### src/verilog/dcache_pkg.sv
`default_nettype none

package dcache_pkg;

    //////////////////////////////////////////////////////////////////////
    // geometry
    //////////////////////////////////////////////////////////////////////

    localparam int num_ways     = 2;
    localparam int index_width  = 4;
    localparam int offset_width = 2;
    localparam int tag_width    = 32 - index_width - offset_width - 2;
    localparam int line_width   = 128;
    localparam int num_sets     = 1 << index_width;

    // memory bus size codes
    localparam logic [1:0] size_word = 2'd2;
    localparam logic [1:0] size_line = 2'd3;

    //////////////////////////////////////////////////////////////////////
    // pipeline side
    //////////////////////////////////////////////////////////////////////

    // 32-bit address, fields split out
    typedef struct packed {
        logic [tag_width-1:0]    tag;
        logic [index_width-1:0]  index;
        logic [offset_width-1:0] offset;
        logic [1:0]              byte_sel;
    } addr_t;

    typedef struct packed {
        addr_t       addr;
        logic [31:0] wdata;
        logic [3:0]  wstrb;
        logic        is_write;
        // op: invalidate the addressed set
        logic        is_op;
    } cpu_req_t;

    typedef struct packed {
        logic        valid;
        logic [31:0] rdata;
    } cpu_resp_t;

    //////////////////////////////////////////////////////////////////////
    // memory side
    //////////////////////////////////////////////////////////////////////

    typedef struct packed {
        logic        req;
        logic        wr;
        logic [1:0]  size;
        logic [31:0] addr;
        logic [31:0] wdata;
        logic [3:0]  wstrb;
    } mem_req_t;

    typedef struct packed {
        logic                  addr_ok;
        logic                  data_ok;
        logic [line_width-1:0] rdata;
    } mem_resp_t;

    //////////////////////////////////////////////////////////////////////
    // storage and control
    //////////////////////////////////////////////////////////////////////

    typedef struct packed {
        logic                 valid;
        logic [tag_width-1:0] tag;
    } tagv_t;

    typedef logic [line_width-1:0] line_t;

    typedef struct packed {
        logic                buf_load;
        // per way, shared by tag and data arrays
        logic [num_ways-1:0] way_we;
        logic                refill;
        logic                fwd_return;
        logic                lru_touch;
        logic                touch_way;
        logic                inval;
    } ctrl_t;

endpackage

`default_nettype wire

### src/verilog/dcache_req_buf.sv
`default_nettype none

module dcache_req_buf (
    input  wire                 clk,
    input  wire                 rstn,
    input  wire                 load,
    input  wire dcache_pkg::cpu_req_t req_in,
    output dcache_pkg::cpu_req_t     req_out
);

    dcache_pkg::cpu_req_t req_q;

    // holds the accepted request until the next acceptance, so the word
    // offset is still there when a refill line comes back
    always_ff @(posedge clk or negedge rstn) begin
        if (!rstn) begin
            req_q <= '0;
        end else if (load) begin
            req_q <= req_in;
        end
    end

    assign req_out = req_q;

endmodule

`default_nettype wire

### config.mk
export PLATFORM = sky130hd
export DESIGN_NAME = dcache_req_buf
export DESIGN_NICKNAME = d
export VERILOG_FILES = /design/src/verilog/dcache_pkg.sv /design/src/verilog/dcache_req_buf.sv
export SDC_FILE = /design/constraint.sdc
export NUM_CORES = 1
export LEC_CHECK = 0
export ABC_CLOCK_PERIOD_IN_PS = 1100
export BUFFER_PORTS_ARGS = -buffer_cell sky130_fd_sc_hd__buf_2
export CORE_MARGIN = 3
export CORE_UTILIZATION = 45
export DETAILED_ROUTE_END_ITERATION = 10
export PLACE_DENSITY = 0.74
export SYNTH_ARGS = -nofsm -noshare
export SYNTH_HDL_FRONTEND = slang
export SYNTH_SLANG_ARGS = --single-unit
### constraint.sdc
create_clock -name clk -period 1.1 [get_ports clk]
set_clock_uncertainty 0.2 [all_clocks]
set_input_delay 0.22 -clock clk [delete_from_list [all_inputs] [get_ports clk]]
set_output_delay 0.22 -clock clk [all_outputs]
set_load 0.05 [all_outputs]
**Word level (Yosys, flattened, before mapping)**

Index checks and enable logic that the tools add are counted.
Widths: inputs -> output; s select.

- Register bits after elaboration: 70
- Input port bits: 73
- Output and inout bits: 70
- Word-level logic and storage cells: 8

**Longest topological paths before layout**

- Depth in word-level cells: 0
- Gate-level depth with buffers: 3
- Depth with buffers taken out: 1

**Worst setup path before layout**

No wires, ideal clock.

- Path type: flip-flop to flip-flop
- From: register, netlist name req_out[0]
- To: register req_q, in the netlist req_out[0]
- Library setup time: 125 ps
- Arrival time: 869 ps
- Data required time: 775 ps
- Setup slack: -94 ps
- Cell stages (with the launch flop): 2
- Path buffers: 0
- Period minus slack after synthesis: 1194 ps
- Cells stage by stage: dfrtp_1 mux2_4

RTL lines:

| item | line | RTL |
|---|---|---|
| to (signal assigned) | dcache_req_buf.sv:19 | `req_q <= req_in;` |
| to (decl) | dcache_req_buf.sv:11 | `dcache_pkg::cpu_req_t req_q;` |

**Worst setup path in the final report**

- From: register req_q, in the netlist req_out[34]
- To: output port req_out[34] in the netlist's numbering

RTL lines:

| item | line | RTL |
|---|---|---|
| to (decl) | dcache_req_buf.sv:8 | `output dcache_pkg::cpu_req_t req_out` |

No word-level cell between the ends.

==> impl_metrics.csv <==
group,metric,value,unit
pwr,combPwrFrac,0.330,
pwr,cellPowerDensity,1547,nW/um2
sta,finalMaxSlewViolations,0,
sta,setup_ws,-0.2572,ns
setup_path,critPathMaxFanout,2,
pwr,p_leak,2.773,nW
clocking,clkTransAtPathRegs,0.08,ns
yosys,synth_top_area_cell,"dfrtp_1",
placed_design,place_ws,-0.1483,ns
pwr,pwr-share-seq,0.368,
sta,whs,-0.05440,ns
yosys,ys_ff_latch,70,
global_routing,grt_pass1_wl,14450,um
outcome,violations,"negative hold slack, negative setup slack",
sta,finalSetupViolCount,110,
drt,dr_total_vias,2252,
sta,hold_viol,4,
job,drv_cap,0,
setup_path,critPathBufInv,1,
layout,nNetsFinal,457,
drt,dr.first_iter.drc_count,83,
drt,ant_nets,0,
global_routing,track_usage,0.2598,
floorplanning,die_y,87.02,um
pwr,intPower,5.814,mW
sta,min_period_over_period,1.234,
pwr,swShare,0.3168,
drt,wl,10330,um
sta,post-route-min-period,1.357,ns
pwr,ir_drop,0.001019,V
drt,detail_route.vias_per_cell,4.853,
layout,layout-drive-gt1-share,0.8278,
setup_path,required,0.68,ns
yosys,ys_seq_area_frac,0.5930,
clocking,ctsLongestPathBuffers,2,
global_routing,antenna_found_initial,0,
global_routing,grt.overflow.total,0,
setup_path,cp.arrival,0.94,ns
yosys,syn_inst,148,
yosys,synth_top_area_share,0.5930,
placed_design,hpwl,4746,um
clocking,cts_max_level,3,
floorplanning,io_pins,143,
sta,tightest_slew,0.1970,ns
floorplanning,design.core.area,6131,um2
drt,wire_per_inst,22.27,um
setup_path,critPathKind,"flip-flop to output port",
placed_design,io_buffers,142,
global_routing,grt_max_degree,37,
layout,syn2layout_area_growth,86.19,%
outcome,status,"complete, but fails checks",
setup_path,cpMaxStageDelayCell,"dfrtp_2",
clocking,clock-root-buffer,"clkbuf_8",
sta,fmax,0.7368,GHz
layout,diodes,0,
pwr,pwr-share-clk,0.302,
yosys,syn_nets,221,
yosys,yosys_warnings,0,
global_routing,first_global_vias,2623,
floorplanning,row_count,28,
drt,first_pass_iters,4,
floorplanning,chipWidth,87.02,um
sta,rsz0062_at_grt,"true",
pwr,p_sw,2.696,mW
placed_design,gp_congestion,0.7153,
yosys,syn-cell-area,2954,um2
yosys,ys_top_cells_by_area,"dfrtp_1 (59%), mux2_4 (36%), buf_12 (4.7%)",
sta,slew_headroom,0.8687,
floorplanning,floorplan.initialDensity,0.4818,
setup_path,crit_chain,"buf_6",
drt,drc_errors,0,
setup_path,critPathMaxStageDelay,0.44,ns
clocking,numCtsBuffers,9,
setup_path,path_delay_family,"flip-flops",
sta,final.setup.tns,-17.25,ns
hold_path,hold_class,"primary input to flip-flop",
clocking,cts_tree,"yes",
clocking,clk_latency,0.33,ns
layout,largest_reg_flops,70,
clocking,clock_sinks,70,
yosys,avgSynthCellArea,19.96,um2
yosys,synth_cell_type_count,4,
setup_path,end_kind,"output port",
setup_path,start_kind,"flip-flop",
floorplanning,die_area,7572,um2
-- timing repair --
| action | CTS | global route |
|---|---|---|
| pin swaps | 0 | 0 |
| setup endpoints to repair | 70 | 124 |
| endpoints found under the hold margin | 140 | 5 |
| buffers inserted | 22 | 20 |
| gates resized for setup | 147 | 46 |
| hold buffers | 66 | 1 |
-- through the flow --
| step | power [mW] | std cells | utilization | area (um2) | hold slack, ns |
|---|---|---|---|---|---|
| 2_1_floorplan | 4.533 | 148 | - | 3050 | -0.2756 |
| 3_3_place_gp | 5.020 | 365 | 0.6231 | 3820 | 0.04406 |
| 3_5_place_dp | 5.051 | 365 | 0.6231 | 3820 | 0.03961 |
| 4_1_cts | 8.295 | 469 | 0.8737 | 5356 | -0.07399 |
| 5_1_grt | 8.806 | 464 | 0.8971 | 5500 | -0.07974 |
| 6_report | 8.510 | 464 | 0.8971 | 5500 | -0.05440 |
-- placed cells by master (no fill, tap or decap) --
master / count
buf_6: 102
mux2_4: 70
dfrtp_2: 70
buf_2: 53
dlygate4sd3_1: 51
dlymetal6s4s_1: 16
clkbuf_8: 10
buf_4: 6
buf_12: 5
bufinv_16: 3
clkinv_2: 2
clkinv_4: 1
-- area by class of cell --
type                    count  area, um2
flip-flops and latches     70       1839
well taps                  75      93.84
multi-input cells          70       1051
repair buffers            233       2270
clock buffers              10      137.6
clock inverters             6      108.9
fillers                   231      630.6
-- synth_stat cells (all sizes together) --
master	instances
dfrtp	70
mux2	70
buf	8
-- path summary, 6_finish.rpt --
| check | from | to | slack [ns] | cells after the start |
|---|---|---|---|---|
| setup / recovery | req_out[34] | req_out[34] | -0.26 | 1 |
| max in group asynchronous | rstn | req_out[39] | 0.24 | 3 |
| setup reg to reg | req_out[30] | req_out[30] | -0.17 | 3 |
| min in group asynchronous | rstn | req_out[56] | 0.24 | 3 |
| hold / removal | req_in[39] | req_out[39] | -0.05 | 2 |
| hold reg to reg | req_out[50] | req_out[50] | 0.33 | 1 |
-- metal layers --
layer  vias up  share of wire  track usage  routed length [um]
met2        98           0.57       0.4928                5900
li1        988              -            -                   -
met5         -              0            0                   0
met4         0          0.024      0.09065                 244
met1      1148           0.35       0.2793                3636
met3        18          0.053      0.05866                 550
-- cells by family after synthesis --
group | count (synthesis) | share of synthesized area
multiplexers | 70 | 0.3558
flip-flops | 70 | 0.5930
buffers and inverters | 8 | 0.05125
-- power by group through the flow --
stage | clock (mW) | combinational [mW] | sequential, mW
floorplan | 0 | 0.541 | 3.99
global placement | 0 | 1.96 | 3.06
detailed placement | 0 | 1.99 | 3.06
CTS | 2.58 | 2.64 | 3.08
global route | 2.74 | 2.91 | 3.16
finish | 2.57 | 2.81 | 3.13
Note: power is estimated with default switching activity, not from simulation.
