$ cat src/verilog/dcache_pkg.sv
`default_nettype none

package dcache_pkg;

    //////////////////////////////////////////////////////////////////////
    // geometry
    //////////////////////////////////////////////////////////////////////

    localparam int num_ways     = 2;
    localparam int index_width  = 4;
    localparam int offset_width = 2;
    localparam int tag_width    = 32 - index_width - offset_width - 2;
    localparam int line_width   = 128;
    localparam int num_sets     = 1 << index_width;

    // memory bus size codes
    localparam logic [1:0] size_word = 2'd2;
    localparam logic [1:0] size_line = 2'd3;

    //////////////////////////////////////////////////////////////////////
    // pipeline side
    //////////////////////////////////////////////////////////////////////

    // 32-bit address, fields split out
    typedef struct packed {
        logic [tag_width-1:0]    tag;
        logic [index_width-1:0]  index;
        logic [offset_width-1:0] offset;
        logic [1:0]              byte_sel;
    } addr_t;

    typedef struct packed {
        addr_t       addr;
        logic [31:0] wdata;
        logic [3:0]  wstrb;
        logic        is_write;
        // op: invalidate the addressed set
        logic        is_op;
    } cpu_req_t;

    typedef struct packed {
        logic        valid;
        logic [31:0] rdata;
    } cpu_resp_t;

    //////////////////////////////////////////////////////////////////////
    // memory side
    //////////////////////////////////////////////////////////////////////

    typedef struct packed {
        logic        req;
        logic        wr;
        logic [1:0]  size;
        logic [31:0] addr;
        logic [31:0] wdata;
        logic [3:0]  wstrb;
    } mem_req_t;

    typedef struct packed {
        logic                  addr_ok;
        logic                  data_ok;
        logic [line_width-1:0] rdata;
    } mem_resp_t;

    //////////////////////////////////////////////////////////////////////
    // storage and control
    //////////////////////////////////////////////////////////////////////

    typedef struct packed {
        logic                 valid;
        logic [tag_width-1:0] tag;
    } tagv_t;

    typedef logic [line_width-1:0] line_t;

    typedef struct packed {
        logic                buf_load;
        // per way, shared by tag and data arrays
        logic [num_ways-1:0] way_we;
        logic                refill;
        logic                fwd_return;
        logic                lru_touch;
        logic                touch_way;
        logic                inval;
    } ctrl_t;

endpackage

`default_nettype wire

$ cat src/verilog/dcache_ram.sv
`default_nettype none

module dcache_ram #(
    parameter type entry_t = dcache_pkg::line_t
) (
    input  wire                               clk,
    input  wire                               rstn,
    input  wire [dcache_pkg::index_width-1:0] index,
    input  wire                               we,
    input  wire                               clear,
    input  wire entry_t                       wentry,
    output entry_t                            rentry
);

    entry_t mem [dcache_pkg::num_sets];

    // clear wins over write, drops the valid bit on invalidate
    always_ff @(posedge clk or negedge rstn) begin
        if (!rstn) begin
            for (int i = 0; i < dcache_pkg::num_sets; i++) begin
                mem[i] <= '0;
            end
        end else if (clear) begin
            mem[index] <= '0;
        end else if (we) begin
            mem[index] <= wentry;
        end
    end

    // combinational read
    assign rentry = mem[index];

endmodule

`default_nettype wire

$ cat config.mk
export PLATFORM = sky130hd
export DESIGN_NAME = dcache_ram
export DESIGN_NICKNAME = d
export VERILOG_FILES = /design/src/verilog/dcache_pkg.sv /design/src/verilog/dcache_ram.sv
export SDC_FILE = /design/constraint.sdc
export NUM_CORES = 2
export LEC_CHECK = 0
export BUFFER_PORTS_ARGS = -buffer_cell sky130_fd_sc_hd__buf_2
export CAP_MARGIN = 15
export CORE_ASPECT_RATIO = 1.5
export CORE_MARGIN = 1.5
export CORE_UTILIZATION = 58
export DETAILED_ROUTE_END_ITERATION = 6
export GPL_TIMING_DRIVEN = 0
export PLACE_DENSITY = 0.72
export SYNTH_ARGS = -nofsm -noshare
export SYNTH_HDL_FRONTEND = slang
export SYNTH_SLANG_ARGS = --single-unit
$ cat constraint.sdc
create_clock -name clk -period 1.9 [get_ports clk]
set_input_delay 0.095 -clock clk [delete_from_list [all_inputs] [get_ports clk]]
set_output_delay 0.095 -clock clk [all_outputs]
set_load 0.02 [all_outputs]
== Word-level counts from Yosys, hierarchy flattened ==
Index checks and enable logic that the tools add are counted.
Operators by class
  divide/modulo/power cells: 0
  add/sub/neg operators: 0
  multiplexer cells: 8
  eq/ne operators: 0
  bitwise logic cells: 3
  reduce and logical (&&, ||, !) cells: 2
  multiply operators: 0
  shifts and indexed selects: 0
  $lt $le $gt $ge: 2
Operators with widths (count)
  $mux 2048: 2
  $and 2048x2048->2048: 1
  $bwmux 2048: 1
  $not 2048->2048: 1
  $bmux 128 s4: 1
  $demux 128 s4: 1
  $mux 128: 3
  $ge 5x5->1 const B: 1
  $lt 5x1->1 const B: 1
  $not 4->5: 1
  $reduce_bool 2->1: 1
  $logic_and 1x1->1: 1
Storage, ports and cells
  bits of input ports: 136
  latch bits: 0
  bits in writable memories: 0
  register bits after elaboration: 2048
  bits in read-only memories: 0
  memories kept: 0

== Depth between registers and ports, before layout ==
  word-level depth: 8
  gate-level depth with buffers: 6
  mapped depth without buffers: 3

== Least setup slack after synthesis ==
Ideal clock, no wire load.
  kind: input-to-output
  from: input index[0] in the netlist's numbering
  to: output rentry[10] in the netlist's numbering
  slack: 335 ps
  arrival: 1470 ps
  required time: 1805 ps
  path buffers: 3
  stages: 6
  cells stage by stage: buf_6 -> buf_6 -> buf_2 -> mux4_2 -> a22oi_1 -> nand2_1
RTL lines
  start: declaration: RTL line dcache_ram.sv:8  | input wire [dcache_pkg::index_width-1:0] index,
  end: declaration: RTL line dcache_ram.sv:12  | output entry_t rentry

==> results.tsv <==
stage	metric	value	unit
run_status	status	finished, violations left	
run_status	violations	design-rule violations, negative hold slack, negative setup slack	
pwr	max-vdd-ir-drop	0.000904	V
final_layout	area_growth	15.7	%
placed_design	hpwlAfterDp	166000	um
logic_synthesis	synth_top_family_by_area	multiplexers	
detailed_routing	top_layer_used	met5	
detailed_routing	wl_met2	127000	um
timing	rsz0062_at_grt	true	
timing	slew_violations	0	
cts	root_buffer	clkbuf_16	
detailed_routing	drtIter0Drc	3219	
logic_synthesis	yosysTopAreaCell	dfrtp_1	
job	maxCapViolations	0	
timing	relSlewSlack	24.7	%
logic_synthesis	synthMuxAreaShare	37.4	%
detailed_routing	ant_nets	0	
worst_setup_path	endpoint_kind	primary output	
timing	worstMarginPinSlew	1.13	ns
logic_synthesis	ys_top_cells_by_area	dfrtp_1, mux2_2, mux4_2, a22oi_1, mux2_1	
detailed_routing	route.vias.total	53200	
pwr	p_leak	48.8	nW
logic_synthesis	yosysWarnings	0	
final_layout	fin_nets	6467	
logic_synthesis	synth_xor_area_share	0	%
logic_synthesis	ys_ff_latch	2048	
logic_synthesis	synth_most_common_cell	dfrtp_1	
timing	fin_ws	-0.523	ns
cts	holdBufCountCts	138	
detailed_routing	drt-met1-wl	95800	um
final_layout	nFillCells	10900	
final_layout	fin_util	67.5	%
timing	max_freq	413	MHz
global_routing	grt_usage	31.1	%
final_layout	drive_above_1_share	57.2	%
floorplan	die_w	329	um
detailed_routing	wl_per_cell	28.7	um
floorplan	core_area	159000	um^2
cts	cts_inserted_buffers	191	
global_routing	grt_pass1_vias	58700	
logic_synthesis	synth-compound-area-share	2.09	%
detailed_routing	route.met3.wl	12000	um
timing	min_period	2.42	ns
global_routing	antenna_found_initial	19	
placed_design	place_congestion	0.818	
timing	final.period_utilization	128	%
worst_hold_path	min-delay-path-class	in2async	
final_layout	largest_register	mem	
logic_synthesis	synth_nets	5823	
logic_synthesis	ys_seq_area_share	55.4	%
timing	holdWs	-0.613	ns
worst_setup_path	cp.arrival	2.33	ns
floorplan	die_y	492	um
timing	setup_viol	244	
global_routing	grt_pass1_wl	373000	um
detailed_routing	route.detailed.drc	30	
cts	clock_latency	0.84	ns
placed_design	placed_area	96800	um^2
final_layout	largest_reg_flops	2048	
timing	finClkSkew	0	ns
timing	finalHoldViolations	340	
pwr	p_per_area	1080	nW/um^2
final_layout	top_regs	mem x2048	
logic_synthesis	async_reset_ff_share	100	%
logic_synthesis	syn_area_per_cell	16.3	um^2
floorplan	row_count	179	
pwr	finalPower	115	mW
logic_synthesis	syn-cell-area	92500	um^2
detailed_routing	wirelength	246000	um
final_layout	fin_area	107000	um^2
cts	clk_path_buf_depth	3	
worst_setup_path	startpoint_type	flip-flop	
logic_synthesis	synthCells	5687	
global_routing	grt_overflow	0	
worst_setup_path	required	1.80	ns
logic_synthesis	ys_top_cells_by_count	dfrtp_1, mux2_2, mux4_2, a22oi_1, clkbuf_1	
logic_synthesis	synthFlopType	dfrtp_1	
logic_synthesis	yosysUniqueCellTypes	21	
logic_synthesis	synth_edf_count	0	
timing	fin_tns_setup	-58.99	ns
floorplan	start_util	58.3	%
logic_synthesis	synth_top_area_share	55.4	%
cts	cts_tree	built	
global_routing	grt_max_degree	178	
floorplan	dieArea	162000	um^2
floorplan	ioPinCount	264	
cts	cts.sinks	2048	
logic_synthesis	synthAdderAreaFrac	0	%
detailed_routing	vias_per_cell	6.21	
cts	htreeDepth	4	
detailed_routing	dr.pass1.iters	7	
placed_design	port_buffers	260	
cts	clk_pin_slew	0.06	ns
worst_setup_path	cp_max_fo	2	
worst_setup_path	path_class	reg2out	
logic_synthesis	yosys.area_share.simple	1.56	%
cell usage in the layout, fill, tap and decap left out:
cell type,instances
a22oi_1,68
a22oi_2,188
and2_1,1
buf_1,1
buf_16,18
buf_2,247
buf_4,168
buf_6,191
buf_8,2
bufbuf_16,7
bufinv_16,8
clkbuf_1,207
clkbuf_16,201
clkbuf_2,49
clkbuf_4,9
clkbuf_8,43
clkdlybuf4s15_1,1
clkdlybuf4s15_2,7
clkdlybuf4s18_2,2
clkinv_2,23
clkinv_8,2
clkinvlp_4,7
dfrtp_1,2048
diode_2,5
dlygate4sd3_1,135
inv_6,5
mux2_1,102
mux2_2,1946
mux4_2,512
nand2_1,64
nand2_2,65
nand2b_1,4
nand3_1,4
nor2_1,5
nor2_4,1
nor2b_1,130
nor3_1,7
nor4_2,2
o211ai_2,1
or2_2,1
power breakdown:
group | total (mW) | internal (mW) | switching (mW)
Combinational | 21.0 | 12.1 | 8.91
Clock | 38.6 | 21.9 | 16.7
Sequential | 55.6 | 51.6 | 3.98
per-stage QoR:
step	instances	hold WS [ns]	setup WS (ns)
after detailed placement	8043	0.159	-2.40
final	8568	-0.613	-0.523
after floorplan	5687	-0.201	0.335
after CTS	8550	-0.653	-0.595
after global routing	8565	-0.610	-0.549
after global placement	8028	0.462	-43.19
worst paths after layout:
path,start,end,slack (ns),depth (start not counted)
hold / removal,rstn,mem[267],-0.61,3
hold reg to reg,mem[1716],mem[1716],0.48,1
max in group asynchronous,rstn,mem[1602],0.17,6
min in group clk,index[3],mem[1411],0.10,5
setup / recovery,mem[1742],rentry[78],-0.52,4
setup reg to reg,mem[924],mem[924],1.02,2
worst max-delay path, stage by stage (launching register included):
cell and delay [ns]:
dfrtp_1 0.38, mux4_2 0.50, a22oi_2 0.33, nand2_1 0.14
buf_6 0.15
repair_timing:
action / CTS / global route
hold endpoints to repair: 1193 / 260
cloned: 8 / 3
pin swaps: 194 / 77
resized for setup: 428 / 184
buffers inserted: 17 / 10
setup endpoints to repair: 1402 / 1206
cell type report:
| type | count | area (um^2) | share of cell area (%) |
|---|---|---|---|
| clock inverter | 45 | 484 | 0.453 |
| sequential | 2048 | 51200 | 47.9 |
| buffer | 538 | 3480 | 3.26 |
| antenna | 5 | 12.5 | 0.0117 |
| timing repair buffer | 451 | 4330 | 4.05 |
| tap | 2081 | 2600 | 2.43 |
| multi-input combinational | 3101 | 39100 | 36.5 |
| clock buffer | 299 | 5760 | 5.39 |
logic make-up after synthesis:
| group | Yosys count |
|---|---|
| AOI/OAI and AO/OA | 257 |
| DFF | 2048 |
| and+or+nand+nor | 284 |
| buffers and inverters | 538 |
| muxes | 2560 |
per-layer routing:
layer / track usage, % / vias to the layer above
met5: 0 / -
met4: 13.5 / 18
met3: 5.45 / 508
met2: 53.3 / 1264
met1: 38.8 / 29000
li1: - / 22500
No activity file was read; power rests on OpenSTA's default activity.
