File: src/verilog/dcache_pkg.sv
`default_nettype none

package dcache_pkg;

    //////////////////////////////////////////////////////////////////////
    // geometry
    //////////////////////////////////////////////////////////////////////

    localparam int num_ways     = 2;
    localparam int index_width  = 4;
    localparam int offset_width = 2;
    localparam int tag_width    = 32 - index_width - offset_width - 2;
    localparam int line_width   = 128;
    localparam int num_sets     = 1 << index_width;

    // memory bus size codes
    localparam logic [1:0] size_word = 2'd2;
    localparam logic [1:0] size_line = 2'd3;

    //////////////////////////////////////////////////////////////////////
    // pipeline side
    //////////////////////////////////////////////////////////////////////

    // 32-bit address, fields split out
    typedef struct packed {
        logic [tag_width-1:0]    tag;
        logic [index_width-1:0]  index;
        logic [offset_width-1:0] offset;
        logic [1:0]              byte_sel;
    } addr_t;

    typedef struct packed {
        addr_t       addr;
        logic [31:0] wdata;
        logic [3:0]  wstrb;
        logic        is_write;
        // op: invalidate the addressed set
        logic        is_op;
    } cpu_req_t;

    typedef struct packed {
        logic        valid;
        logic [31:0] rdata;
    } cpu_resp_t;

    //////////////////////////////////////////////////////////////////////
    // memory side
    //////////////////////////////////////////////////////////////////////

    typedef struct packed {
        logic        req;
        logic        wr;
        logic [1:0]  size;
        logic [31:0] addr;
        logic [31:0] wdata;
        logic [3:0]  wstrb;
    } mem_req_t;

    typedef struct packed {
        logic                  addr_ok;
        logic                  data_ok;
        logic [line_width-1:0] rdata;
    } mem_resp_t;

    //////////////////////////////////////////////////////////////////////
    // storage and control
    //////////////////////////////////////////////////////////////////////

    typedef struct packed {
        logic                 valid;
        logic [tag_width-1:0] tag;
    } tagv_t;

    typedef logic [line_width-1:0] line_t;

    typedef struct packed {
        logic                buf_load;
        // per way, shared by tag and data arrays
        logic [num_ways-1:0] way_we;
        logic                refill;
        logic                fwd_return;
        logic                lru_touch;
        logic                touch_way;
        logic                inval;
    } ctrl_t;

endpackage

`default_nettype wire

File: src/verilog/dcache_datapath.sv
`default_nettype none

module dcache_datapath (
    input  wire dcache_pkg::cpu_req_t                         req,
    input  wire dcache_pkg::tagv_t [dcache_pkg::num_ways-1:0] tagv,
    input  wire dcache_pkg::line_t [dcache_pkg::num_ways-1:0] lines,
    input  wire dcache_pkg::line_t                            mem_rdata,
    input  wire                                               fwd_return,
    input  wire                                               refill,
    output logic [dcache_pkg::num_ways-1:0]                   hit,
    output logic [31:0]                                       rdata,
    output dcache_pkg::line_t                                 wline,
    output dcache_pkg::tagv_t                                 wtagv
);

    dcache_pkg::line_t hit_line;
    dcache_pkg::line_t src_line;
    dcache_pkg::line_t merged;

    // tag compare
    always_comb begin
        for (int w = 0; w < dcache_pkg::num_ways; w++) begin
            hit[w] = tagv[w].valid && (tagv[w].tag == req.addr.tag);
        end
    end

    assign hit_line = hit[1] ? lines[1] : lines[0];

    // forwarded refill word takes priority over the cached line
    assign src_line = fwd_return ? mem_rdata : hit_line;
    assign rdata    = src_line[req.addr.offset * 32 +: 32];

    // byte merge into the addressed word
    always_comb begin
        merged = hit_line;
        for (int b = 0; b < 4; b++) begin
            if (req.wstrb[b]) begin
                merged[(req.addr.offset * 4 + b) * 8 +: 8] = req.wdata[b * 8 +: 8];
            end
        end
    end

    assign wline       = refill ? mem_rdata : merged;
    assign wtagv.valid = 1'b1;
    assign wtagv.tag   = req.addr.tag;

endmodule

`default_nettype wire

File: config.mk
export PLATFORM = sky130hd
export DESIGN_NAME = dcache_datapath
export DESIGN_NICKNAME = d
export VERILOG_FILES = /design/src/verilog/dcache_pkg.sv /design/src/verilog/dcache_datapath.sv
export SDC_FILE = /design/constraint.sdc
export NUM_CORES = 1
export LEC_CHECK = 0
export ABC_AREA = 1
export BUFFER_PORTS_ARGS = -buffer_cell sky130_fd_sc_hd__buf_2
export CORE_AREA = 2 2 267 269
export DETAILED_ROUTE_END_ITERATION = 10
export DIE_AREA = 0 0 269 271
export GPL_TIMING_DRIVEN = 1
export MAX_ROUTING_LAYER = met4
export SYNTH_ARGS = -nofsm -noshare
export SYNTH_HDL_FRONTEND = slang
export SYNTH_SLANG_ARGS = --single-unit
File: constraint.sdc
create_clock -name vclk -period 4.4
set_clock_uncertainty 0.15 [all_clocks]
set_input_delay 0.88 -clock vclk [all_inputs]
set_output_delay 0.88 -clock vclk [all_outputs]
set_load 0.1 [all_outputs]
=== Word-level counts from Yosys, hierarchy flattened ===
Cells that the tools add are included.

* Mux-type cells: 11
* Add/subtract/negate cells: 7
* Shifts and indexed selects: 9
* Reductions and logical operators: 2
* Eq/ne operators: 2

{| class="wikitable"
|+ Operators with widths
! cell !! number
|-
| 128-bit two-way mux || 7
|-
| 128-bit bitwise mux || 4
|-
| 8-bit by 34-bit variable shift with 128-bit output, first input constant || 4
|-
| 8-bit by 34-bit variable part select with 128-bit output || 4
|-
| 128-bit by 8-bit variable part select with 32-bit output || 1
|-
| 8-bit negation with 34-bit output || 3
|-
| 24-bit == test || 2
|-
| 7-bit negation with 34-bit output || 1
|-
| 4-bit by 2-bit adder with 5-bit output, second input constant || 2
|-
| 4-bit by 1-bit adder with 5-bit output, second input constant || 1
|-
| 1-bit logical AND || 2
|}

* Flip-flop bits (word level): 0
* Output and inout port bits: 187
* Word-level logic and storage cells: 31

=== Logic depth before layout (Yosys ltp) ===
* Depth in word-level cells: 12
* Gate-level depth with buffers: 17
* Mapped depth without buffers: 15

=== Least setup slack after synthesis ===
OpenSTA, ideal clock, no wires.

* Path kind: input -> output
* Start point: input req[41] in the netlist's numbering
* End point: output wline[64]
* Slack: -0.939 ns
* Arrival: 4.309 ns
* Buffers on the path: 4
* Stages: 10
* Cells stage by stage: clkbuf_1 inv_2 clkbuf_1 clkbuf_1 ha_1 buf_2 clkinv_1 nor2_1 a31oi_1 a22oi_1

* Longest elaborated chain between the ends: 11

{| class="wikitable"
|+ RTL lines
! what !! RTL line !! RTL
|-
| start: declaration || dcache_datapath.sv:4 || <nowiki>input wire dcache_pkg::cpu_req_t req,</nowiki>
|-
| parallel branches: the longest is 9 deep, another holds 8-bit negation with 34-bit output || n/a ||
|-
| 128-bit two-way mux * || dcache_datapath.sv:37 || <nowiki>if (req.wstrb[b]) begin</nowiki>
|-
| 128-bit two-way mux * || dcache_datapath.sv:43 || <nowiki>assign wline = refill ? mem_rdata : merged;</nowiki>
|-
| end: declaration || dcache_datapath.sv:12 || <nowiki>output dcache_pkg::line_t wline,</nowiki>
|}

Every way passes the cells marked *.

=== Worst setup path after layout ===
* Start point: input tagv[43] in the netlist's numbering
* End point: output wline[43]

* Longest elaborated chain between the ends: 12

{| class="wikitable"
|+ RTL lines
! what !! RTL line !! RTL
|-
| start: declaration || dcache_datapath.sv:5 || <nowiki>input wire dcache_pkg::tagv_t [dcache_pkg::num_ways-1:0] tagv,</nowiki>
|-
| 24-bit == test * || dcache_datapath.sv:23 || <nowiki>hit[w] = tagv[w].valid && (tagv[w].tag == req.addr.tag);</nowiki>
|-
| 1-bit logical AND * || dcache_datapath.sv:23 ||
|-
| 128-bit two-way mux * || dcache_datapath.sv:27 || <nowiki>assign hit_line = hit[1] ? lines[1] : lines[0];</nowiki>
|-
| 128-bit bitwise mux || dcache_datapath.sv:38 || <nowiki>merged[(req.addr.offset * 4 + b) * 8 +: 8] = req.wdata[b * 8 +: 8];</nowiki>
|-
| 128-bit two-way mux * || dcache_datapath.sv:37 ||
|-
| 128-bit bitwise mux || dcache_datapath.sv:38 ||
|-
| 128-bit two-way mux * || dcache_datapath.sv:37 ||
|-
| 128-bit bitwise mux || dcache_datapath.sv:38 ||
|-
| 128-bit two-way mux * || dcache_datapath.sv:37 ||
|-
| 128-bit bitwise mux || dcache_datapath.sv:38 ||
|-
| 128-bit two-way mux * || dcache_datapath.sv:37 ||
|-
| 128-bit two-way mux * || dcache_datapath.sv:43 ||
|}

Every way passes the cells marked *; elsewhere a longest branch is shown, timed or not.

==> metrics.md <==
| Metric | Value |
|---|---|
| Period utilisation layout | `0.976` |
| WP data arrival | `~3300 ps` |
| HPWL after DPL | `roughly 66,000 um` |
| Vias in the first global route | `15.2k` |
| WHS | `2010 ps` |
| Core Rows | `97` |
| Util after Layout | `0.236` |
| CP required | `~3400 ps` |
| Drt wl/cell | `22.4 um` |
| Pleak | `roughly 8.8 nW` |
| Unrepaired setup endpoints after global routing | `no` |
| Synth unique cells | `32` |
| Vias per cell | `between 4 and 5` |
| Fmax | `around 0.23 GHz` |
| Die W | `269 um` |
| Hold Violations, Final | `0` |
| Vias | `16.8k` |
| Slew Limit Fails | `0` |
| Port Buffer Count | `between 600 and 700` |
| Crit path time final | `4300 ps` |
| Slowest cell on crit path | `o21ai_1` |
| FF/Latch Area | `0 sq um` |
| Power per cell area | `183 mW/mm^2` |
| I/O pin count | `693` |
| Number of sequential cells | `0` |
| Initial DRC count | `1,922` |
| Most common cell in the netlist | `nand2_1` |
| Crit path capture type | `output pin` |
| Maximum vdd ir drop | `0.114 mV` |
| Syn Nets | `2,528` |
| Status | `completed` |
| Synth Cell Area | `0.00913 sq mm` |
| Core area | `between 0.06 and 0.07 sq mm` |
| Filler Cells Inserted | `8,065` |
| Initial Util | `0.131` |
| Routed wire length on met2 | `34,100 um` |
| Total of max-cap violations | `0` |
| Crit Path Max Fanout | `22` |
| Post CTS Setup Buffer Count | `0` |
| Routed WL | `80,400 um` |
| Worst slew pin tran | `717 ps` |
| Final ANT Viol Nets | `0` |
| Pin count of the biggest net entering global routing | `81` |
| GP Congestion | `0.963` |
| Ys Warns | `0` |
| Hold Path Class | `in -> out` |
| Worst path max stage delay | `340 ps` |
| DIE HEIGHT | `271 um` |
| Slew margin rel. | `0.522` |
| Area Growth Syn to Fin | `80.5%` |
| Uppermost routed layer | `met4` |
| Hold Buf Count CTS | `0` |
| Post-synth top area share | `0.275` |
| Dpl cells | `3,566` |
| WL met3 | `approximately 7300 um` |
| Synth area leaders | `nand2_1, nand3_1, a21oi_1` |
| CP most frequent cell | `nand2_1` |
| Drc violations | `0` |
| CP Cell Sequence | `buf_2 > nand2_1 > nand2_1 > clkinv_1 > nand2_1 > nor2_2 > nand2_1 > nor2_4 > buf_12 > buf_4 > nand3_1 > nand3_1 > nand2_1 > o21ai_1 > buf_12` |
| Fraction of final layout cells sized beyond drive strength 1 | `0.322` |
| Worst Hold Depth | `4` |
| Post-Synthesis Cells | `approximately 2.0k` |
| Remaining Overflow, GRT | `0` |
| Initial antenna violation count | `22` |
| Startpoint class of the critical path | `primary input` |
| Register area share after synthesis | `0` |
| Clock buffers | `0` |
| GRT Util Overall | `0.211` |
| Die outline area | `0.0729 sq mm` |
| # setup viols final | `0` |
| First-pass GRT wire length | `109,000 um` |
| CTS resizes | `0` |
| Cell Count, Final, Fillers Out | `3,583` |
| Post-synth top cells | `nand2_1, nand3_1, a21oi_1` |
| Cell taking the most area after synthesis | `nand2_1` |
| DRT met1 WL | `~37,000 um` |
| DRT Pass-1 Iters | `6` |
| Nets@finish | `3,139` |
| Syn Area/Cell | `4.53 sq um` |
| Crit Path Class | `in -> out` |
-- per-layer routing --
metal	vias up	track usage
li1	7847	-
met1	7755	0.299
met2	1115	0.310
met3	110	0.0295
met4	0	0.0506
met5	-	-
-- cells in the final DEF, fill, tap and decap left out, drive strengths merged --
cell and count:
o22ai 4, inv 235, nand2 669, or2 4, xnor2 2, o211ai 1, a221oi 3, nor2 29
o21bai 32, conb 1, clkinv 4, a22o 4, buf 774, nor4 4, a31oi 8, a21boi 1
nand3 459, o21ai 128, a21oi 248, diode 17, ha 5, a22oi 8, nand4 1, xor2 2
-- area by class of cell --
| cell class | count | area [sq um] | share of cell area |
|---|---|---|---|
| repair buffers | 774 | 6750 | 0.410 |
| multi-input cells | 1613 | 7610 | 0.461 |
| well taps | 940 | 1180 | 0.0714 |
| inverters | 239 | 907 | 0.0550 |
| diodes | 17 | 42.5 | 0.00258 |
-- worst max-delay path, delay by kind of cell --
family                 cells  cell delay [ps]
AO/OA/AOI/OAI              1              340
buffers and inverters      5              930
AND/OR/NAND/NOR            9             1080
-- stage by stage --
| step | cell area (sq um) | setup TNS (ps) | total power (W) | worst slack (ps) |
|---|---|---|---|---|
| floorplan | 9280 | -1050 | 0.00174 | -83.2 |
| global placement | 16400 | 0 | 0.00301 | 130 |
| detailed placement | 16400 | 0 | 0.00300 | 143 |
| CTS | 16400 | 0 | 0.00301 | 130 |
| global route | 16500 | 0 | 0.00315 | 5.34 |
| finish | 16500 | 0 | 0.00302 | 103 |
-- power breakdown --
group / leakage [nW] / switching, W / internal (W)
logic: 8.84 / 0.00206 / 0.000960
registers: 0 / 0 / 0
clock network: 0.000108 / 0 / 0.000000000324
total: 8.84 / 0.00206 / 0.000960
-- logic make-up after synthesis --
logic type / Yosys count / synth area share
AND/OR/NAND/NOR: 1166 / 0.547
AO/OA/AOI/OAI: 437 / 0.256
XOR/XNOR: 4 / 0.00384
adder cells (fa/ha/maj): 5 / 0.00685
other: 1 / 0.000411
buffers and inverters: 404 / 0.187
-- path summary, 6_finish.rpt --
path	slack, ps	from	endpoint
worst max-delay path	100	tagv[43]	wline[43]
worst min-delay path	2010	mem_rdata[21]	wline[21]
(Power assumes the default switching activity.)
