## src/verilog/dcache_pkg.sv

```systemverilog
`default_nettype none

package dcache_pkg;

    //////////////////////////////////////////////////////////////////////
    // geometry
    //////////////////////////////////////////////////////////////////////

    localparam int num_ways     = 2;
    localparam int index_width  = 4;
    localparam int offset_width = 2;
    localparam int tag_width    = 32 - index_width - offset_width - 2;
    localparam int line_width   = 128;
    localparam int num_sets     = 1 << index_width;

    // memory bus size codes
    localparam logic [1:0] size_word = 2'd2;
    localparam logic [1:0] size_line = 2'd3;

    //////////////////////////////////////////////////////////////////////
    // pipeline side
    //////////////////////////////////////////////////////////////////////

    // 32-bit address, fields split out
    typedef struct packed {
        logic [tag_width-1:0]    tag;
        logic [index_width-1:0]  index;
        logic [offset_width-1:0] offset;
        logic [1:0]              byte_sel;
    } addr_t;

    typedef struct packed {
        addr_t       addr;
        logic [31:0] wdata;
        logic [3:0]  wstrb;
        logic        is_write;
        // op: invalidate the addressed set
        logic        is_op;
    } cpu_req_t;

    typedef struct packed {
        logic        valid;
        logic [31:0] rdata;
    } cpu_resp_t;

    //////////////////////////////////////////////////////////////////////
    // memory side
    //////////////////////////////////////////////////////////////////////

    typedef struct packed {
        logic        req;
        logic        wr;
        logic [1:0]  size;
        logic [31:0] addr;
        logic [31:0] wdata;
        logic [3:0]  wstrb;
    } mem_req_t;

    typedef struct packed {
        logic                  addr_ok;
        logic                  data_ok;
        logic [line_width-1:0] rdata;
    } mem_resp_t;

    //////////////////////////////////////////////////////////////////////
    // storage and control
    //////////////////////////////////////////////////////////////////////

    typedef struct packed {
        logic                 valid;
        logic [tag_width-1:0] tag;
    } tagv_t;

    typedef logic [line_width-1:0] line_t;

    typedef struct packed {
        logic                buf_load;
        // per way, shared by tag and data arrays
        logic [num_ways-1:0] way_we;
        logic                refill;
        logic                fwd_return;
        logic                lru_touch;
        logic                touch_way;
        logic                inval;
    } ctrl_t;

endpackage

`default_nettype wire

```

## src/verilog/dcache_ctrl.sv

```systemverilog
`default_nettype none

module dcache_ctrl (
    input  wire                            clk,
    input  wire                            rstn,
    input  wire                            req_valid,
    input  wire                            is_op,
    output logic                           req_ready,
    input  wire [dcache_pkg::num_ways-1:0] hit,
    input  wire                            buf_is_write,
    input  wire                            victim_way,
    input  wire                            mem_addr_ok,
    input  wire                            mem_data_ok,
    output logic                           mem_req,
    output logic                           mem_wr,
    output logic                           mem_line,
    output logic                           resp_valid,
    output dcache_pkg::ctrl_t              ctrl
);

    typedef enum logic [2:0] {
        s_idle,
        s_lookup,
        s_operation,
        s_hit_w,
        s_miss_w,
        s_miss_r,
        s_miss_r_wait,
        s_replace
    } state_t;

    state_t state;
    state_t next_state;
    state_t accept_state;
    logic   any_hit;
    // request taken in the data_ok cycle, run after replace
    logic   held_valid;
    logic   held_op;

    assign any_hit = |hit;

    // where a cycle with ready high goes
    assign accept_state = !req_valid ? s_idle : (is_op ? s_operation : s_lookup);

    //////////////////////////////////////////////////////////////////////
    // state register
    //////////////////////////////////////////////////////////////////////

    always_ff @(posedge clk or negedge rstn) begin
        if (!rstn) begin
            state <= s_idle;
        end else begin
            state <= next_state;
        end
    end

    always_ff @(posedge clk or negedge rstn) begin
        if (!rstn) begin
            held_valid <= 1'b0;
            held_op    <= 1'b0;
        end else if (state == s_miss_r_wait && mem_data_ok) begin
            held_valid <= req_valid;
            held_op    <= is_op;
        end
    end

    //////////////////////////////////////////////////////////////////////
    // next state
    //////////////////////////////////////////////////////////////////////

    always_comb begin
        next_state = state;
        case (state)
            s_idle: begin
                next_state = accept_state;
            end
            s_lookup: begin
                if (any_hit) begin
                    next_state = buf_is_write ? s_hit_w : accept_state;
                end else if (buf_is_write) begin
                    next_state = s_miss_w;
                end else begin
                    // line read already issued from this cycle
                    next_state = mem_addr_ok ? s_miss_r_wait : s_miss_r;
                end
            end
            s_operation: begin
                next_state = s_idle;
            end
            s_hit_w, s_miss_w: begin
                if (mem_addr_ok) begin
                    next_state = accept_state;
                end
            end
            s_miss_r: begin
                if (mem_addr_ok) begin
                    next_state = s_miss_r_wait;
                end
            end
            s_miss_r_wait: begin
                if (mem_data_ok) begin
                    next_state = s_replace;
                end
            end
            s_replace: begin
                if (!held_valid) begin
                    next_state = s_idle;
                end else begin
                    next_state = held_op ? s_operation : s_lookup;
                end
            end
            default: begin
                next_state = s_idle;
            end
        endcase
    end

    //////////////////////////////////////////////////////////////////////
    // output decode
    //////////////////////////////////////////////////////////////////////

    always_comb begin
        req_ready  = 1'b0;
        mem_req    = 1'b0;
        mem_wr     = 1'b0;
        mem_line   = 1'b0;
        resp_valid = 1'b0;
        ctrl       = '0;
        case (state)
            s_idle: begin
                req_ready = 1'b1;
            end
            s_lookup: begin
                if (any_hit) begin
                    ctrl.lru_touch = 1'b1;
                    ctrl.touch_way = hit[1];
                    if (buf_is_write) begin
                        // merge strobed bytes into the hit way
                        ctrl.way_we = hit;
                    end else begin
                        resp_valid = 1'b1;
                        req_ready  = 1'b1;
                    end
                end else if (next_state == s_miss_r || next_state == s_miss_r_wait) begin
                    mem_req  = 1'b1;
                    mem_line = 1'b1;
                end
            end
            s_operation: begin
                ctrl.inval = 1'b1;
            end
            s_hit_w, s_miss_w: begin
                mem_req   = 1'b1;
                mem_wr    = 1'b1;
                req_ready = mem_addr_ok;
            end
            s_miss_r: begin
                mem_req  = 1'b1;
                mem_line = 1'b1;
            end
            s_miss_r_wait: begin
                if (next_state == s_replace) begin
                    // returned line: forward the word and fill the victim
                    resp_valid              = 1'b1;
                    req_ready               = 1'b1;
                    ctrl.fwd_return         = 1'b1;
                    ctrl.refill             = 1'b1;
                    ctrl.way_we[victim_way] = 1'b1;
                    ctrl.lru_touch          = 1'b1;
                    ctrl.touch_way          = victim_way;
                end
            end
            default: begin
            end
        endcase
        ctrl.buf_load = req_ready & req_valid;
    end

endmodule

`default_nettype wire

```

## config.mk

```make
export PLATFORM = sky130hd
export DESIGN_NAME = dcache_ctrl
export DESIGN_NICKNAME = d
export VERILOG_FILES = /design/src/verilog/dcache_pkg.sv /design/src/verilog/dcache_ctrl.sv
export SDC_FILE = /design/constraint.sdc
export NUM_CORES = 1
export LEC_CHECK = 0
export ABC_CLOCK_PERIOD_IN_PS = 6000
export BUFFER_PORTS_ARGS = -buffer_cell sky130_fd_sc_hd__buf_2
export CAP_MARGIN = 20
export CORE_AREA = 2 2 39 41
export CTS_CLUSTER_DIAMETER = 40
export DETAILED_ROUTE_END_ITERATION = 6
export DIE_AREA = 0 0 41 43
export PLACE_DENSITY = 0.78
export SLEW_MARGIN = 20
export SYNTH_ARGS = -nofsm -noshare
export SYNTH_HDL_FRONTEND = slang
export SYNTH_SLANG_ARGS = --single-unit
```

## constraint.sdc

```tcl
create_clock -name clk -period 6 [get_ports clk]
set_clock_uncertainty 0.2 [all_clocks]
set_input_delay 1.2 -clock clk [delete_from_list [all_inputs] [get_ports clk]]
set_output_delay 1.2 -clock clk [all_outputs]
set_load 0.05 [all_outputs]
```

======== Word-level counts from Yosys, hierarchy flattened ========
Cells that the tools add are included.
storage, ports and cells
  output and inout port bits .............. 13
  input port bits ......................... 10
  register bits after elaboration ......... 5
  word-level logic and storage cells ...... 55
cells by class
  equal/unequal tests ..................... 10
  bitwise operators ....................... 1
  reductions and logical operators ........ 7
  multiplexer cells ....................... 32
  order comparisons ....................... 2
operator list
  operator                                                    count
  two-way mux 2 bit                                           11
  == test 3 bit, second input constant                        7
  case mux 3 bit (7 select lines)                             1
  two-way mux 3 bit                                           4
  two-way mux 1 bit                                           8
  case mux 2 bit (2 select lines)                             2
  == test 3 x 2 -> 1 bit, second input constant               2
  two-way mux 6 bit                                           1
  case mux 1 bit (2 select lines)                             3
  case mux 1 bit (4 select lines)                             1
  OR reduction 2 bit                                          2
  == test 3 x 1 -> 1 bit, second input constant               1
  zero test 3 bit                                             1
  OR reduction 3 bit                                          1
  logical AND 1 bit                                           2
  less-than comparator 1 x 2 -> 1 bit, second input constant  1
  bitwise AND 1 bit                                           1
  demux 1 bit (select 1 bit)                                  1
  greater-or-equal comparator 1 bit, second input constant    1
  logical OR 1 bit                                            1

======== Longest topological paths before layout ========
  depth after elaboration ................. 10
  depth in mapped cells ................... 7
  mapped depth without buffers ............ 6

======== Worst setup path before layout ========
Ideal clock, no wire load.
  path type ............................... input port to output port
  start point ............................. in buf_is_write
  end point ............................... out ctrl[7] in the netlist's numbering
  arrival ................................. 2923 ps
  buffers on the path ..................... 0
  cell stages on the path ................. 5
  setup slack ............................. 1677 ps
  required time ........................... 4600 ps
  cell sequence ........................... o21bai_1 o22ai_1 nor2_1 a21oi_1 and2_1
RTL lines
  element          RTL line           RTL
  start, declared  dcache_ctrl.sv:10  input wire buf_is_write,
  end, declared    dcache_ctrl.sv:18  output dcache_pkg::ctrl_t ctrl

======== Worst setup path after layout ========
  start point ............................. in hit[0] in the netlist's numbering
  end point ............................... out mem_req
on the way
  cells in the longest elaborated chain, start to end .. 8
  elaborated cells on any way between the ends .. 9
  those cells by class .................... eq/ne (2); mux (5); reduce/logical (2)
RTL lines
  element                              RTL line            RTL
  start, declared                      dcache_ctrl.sv:9    input wire [dcache_pkg::num_ways-1:0] hit,
  OR reduction 2 bit (*)               dcache_ctrl.sv:40   assign any_hit = |hit;
  two-way mux 3 bit                    dcache_ctrl.sv:78   if (any_hit) begin
  case mux 3 bit (7 select lines)      dcache_ctrl.sv:73   case (state)
  == test 3 bit                        dcache_ctrl.sv:144  end else if (next_state == s_miss_r || next_state == s_miss_r_wait) begin
  logical OR 1 bit                     dcache_ctrl.sv:144
  two-way mux 1 bit                    dcache_ctrl.sv:144
  two-way mux 1 bit (*)                dcache_ctrl.sv:134  if (any_hit) begin
  case mux 1 bit (2 select lines) (*)  dcache_ctrl.sv:129  case (state)
  end, declared                        dcache_ctrl.sv:14   output logic mem_req,
Every way passes the cells marked *; elsewhere a longest branch is shown, timed or not.

==> impl_metrics.yaml <==
outcome:
  outcome: "complete, no violations"
yosys:
  synth_nets: 94
  yosysMostFrequentCell: "nor2_1"
  synthFlopType: "dfrtp_1"
  synth_edf_count: 0
  synth_top_area_share_pct: 19.4
  seq_area_frac_synth_pct: 19.4
  syn_inst: 84
  synthTopCellsByArea: "dfrtp_1 (19%), nor2_1 (5.2%), buf_6 (5.2%)"
  yosysTopAreaCell: "dfrtp_1"
  synth.avg_cell_area_um2: 7.69
  ys_async_sr_fraction_pct: 100
  synth_cell_types: 36
  synthTopCellsByCount: "nor2_1 (9), nand2_1 (8)"
  yosys_register_bits: 5
  yosysWarnings: 0
  syn_area_um2: 646
die:
  dieArea_um2: 1760
  io_pins: 23
  placementRows: 14
  fp.dieH_um: 43
  core_area_um2: 1380
  fp.dieW_um: 41
  initial_core_util_pct: 46.7
final_layout:
  area_growth_pct: 15.1
  fillers: 141
  diodes: 0
  utilization_pct: 53.7
  layout-drive-gt1-share_pct: 35.9
  fin_nets: 114
timing:
  final-setup-viol-count: 0
  maxSlewHeadroom_pct: 65.1
  max_freq_ghz: 0.245
  setup_tns_ns: 0
  tightest_slew_ns: 0.524
  rsz0062_at_grt: "no"
  period_share_pct: 68.0
  hold_ws_ns: 0.337
  report.final.hold_viol_count: 0
  setup_slack_ns: 1.92
  drv_slew: 0
  fin_crit_ns: 4.08
cts:
  cts_setup_buffers: 0
  cts_tree: "yes"
  ctsLongestPathBuffers: 2
  clk_latency_ns: 0.25
  ctsResizeCount: 0
  cts_root_buffer: "clkbuf_4"
  htree_levels: 1
  postCtsHoldBufs: 0
  clk_pin_slew_ns: 0.05
  cts_made_buffers: 3
  clock-sinks: 5
routing:
  wl_per_cell_um: 13.2
  drc: 0
  drt_pass1_iterations: 4
  top_layer: "met4"
  met3_length_um: 68
  final_antenna_net_count: 0
  drtIter0Drc: 11
  met2_length_um: 774
  finalWirelength_mm: 1.57
  num_vias: 684
  vias_per_cell: 5.75
  met1_length_um: 709
placed_design:
  port-buffer-count: 22
  place_ws_ns: 1.95
  dp_hpwl_mm: 1.20
  place_congestion: 0.798
power:
  leakage_nw: 0.354
  p_per_area_nw_per_um2: 553
  irDropWorstVdd_uv: 286
hold_path:
  hold_class: "reg2reg"
  worstHoldStart: "held_op$_DFFE_PN0P_"
setup_path:
  cpMaxStageDelayCell: "a2111oi_1"
  crit_buf_inv: 2
  crit_required_ns: 4.60
  critPathKind: "in2out"
  max_stage_delay_ns: 0.39
  critical_path.max_fanout: 4
  cp-end-kind: "output pin"
  cp-start-kind: "input pin"
  startpoint: "hit[0]"
  crit_arrival_ns: 2.68
  crit_chain: "buf_2 > or2_1 > o221ai_1 > o221ai_2 > a2111oi_1 > nor2_1 > buf_2"
  cp_top_family: "compound AO/OA/AOI/OAI gates"
  critical_path.most_common_cell: "buf_2"
  rr_startpoint: "state[2]$_DFF_PN0_"
run:
  drv_cap: 0
global_routing:
  grt_max_degree: 18
  gr-usage-all-layers_pct: 20.0
  grt_antenna_before_repair: 0
  grt_overflow: 0
  grt_pass1_vias: 589
  grt_pass1_wl_mm: 2.48
layer usage:
layer / vias up / track usage (%)
met3: 2 / 1.57
met5: - / 0
met4: 0 / 8.00
li1: 342 / -
met2: 22 / 31.9
met1: 318 / 26.6
worst paths after layout:
| path | slack, ns | to | cells after the start |
|---|---|---|---|
| worst min register to register | 0.34 | held_op$_DFFE_PN0P_ | 2 |
| worst max-delay path | 1.92 | mem_req | 7 |
| worst min-delay path | 0.34 | held_op$_DFFE_PN0P_ | 2 |
| min in group asynchronous | 0.56 | state[1]$_DFF_PN0_ | 1 |
| max in group asynchronous | 4.91 | held_valid$_DFFE_PN0P_ | 1 |
| worst max register to register | 4.06 | held_op$_DFFE_PN0P_ | 6 |
area by class of cell:
| type | instances | area [um^2] | share of cell area (%) |
|---|---|---|---|
| Sequential cell | 5 | 125 | 16.8 |
| Tap cell | 16 | 20.0 | 2.69 |
| Inverter | 5 | 18.8 | 2.53 |
| Multi-Input combinational cell | 67 | 443 | 59.6 |
| Timing Repair Buffer | 22 | 110 | 14.8 |
| Clock buffer | 4 | 26.3 | 3.54 |
through the flow:
step | instance area [um^2] | cells | total power, mW
after floorplan | 646 | 84 | 0.337
after global placement | 717 | 115 | 0.366
after detailed placement | 717 | 115 | 0.370
after CTS | 743 | 119 | 0.413
after global routing | 743 | 119 | 0.438
final | 743 | 119 | 0.411
report_power, final:
| group | internal [mW] | switching (mW) | total [mW] |
|---|---|---|---|
| Clock | 0.0253 | 0.0157 | 0.0409 |
| Sequential | 0.0482 | 0.0401 | 0.0883 |
| Combinational | 0.0996 | 0.182 | 0.282 |
| Total | 0.173 | 0.238 | 0.411 |
state kept, by name, summed over array words and instances, names as in the netlist:
name,cells
held_op,1
state,3
held_valid,1
cells in the final DEF (no fill, tap or decap), types with 3 or more instances in the layout:
cell type	netlist	layout
nor2_1	9	9
a21oi_1	4	4
dfrtp_1	5	5
and2b_2	3	3
buf_2	2	22
inv_1	5	5
nand2_1	8	8
nand2b_1	5	5
nand3_1	3	3
clkbuf_4	0	3
o21ai_0	5	5
worst register-to-register path: cells and delay by family (launching register included):
kind                   cells  cell delay [ns]
flip-flops                 1             0.66
buffers and inverters      2             0.45
AND/OR/NAND/NOR            4             0.58
logic make-up after synthesis:
| kind of cell | Yosys count | share of synthesized area (%) |
|---|---|---|
| AO/OA/AOI/OAI | 27 | 32.9 |
| buffers and inverters | 12 | 12.0 |
| AND/OR/NAND/NOR | 40 | 35.7 |
| flip-flops | 5 | 19.4 |
No activity file was read; power rests on OpenSTA's default activity.
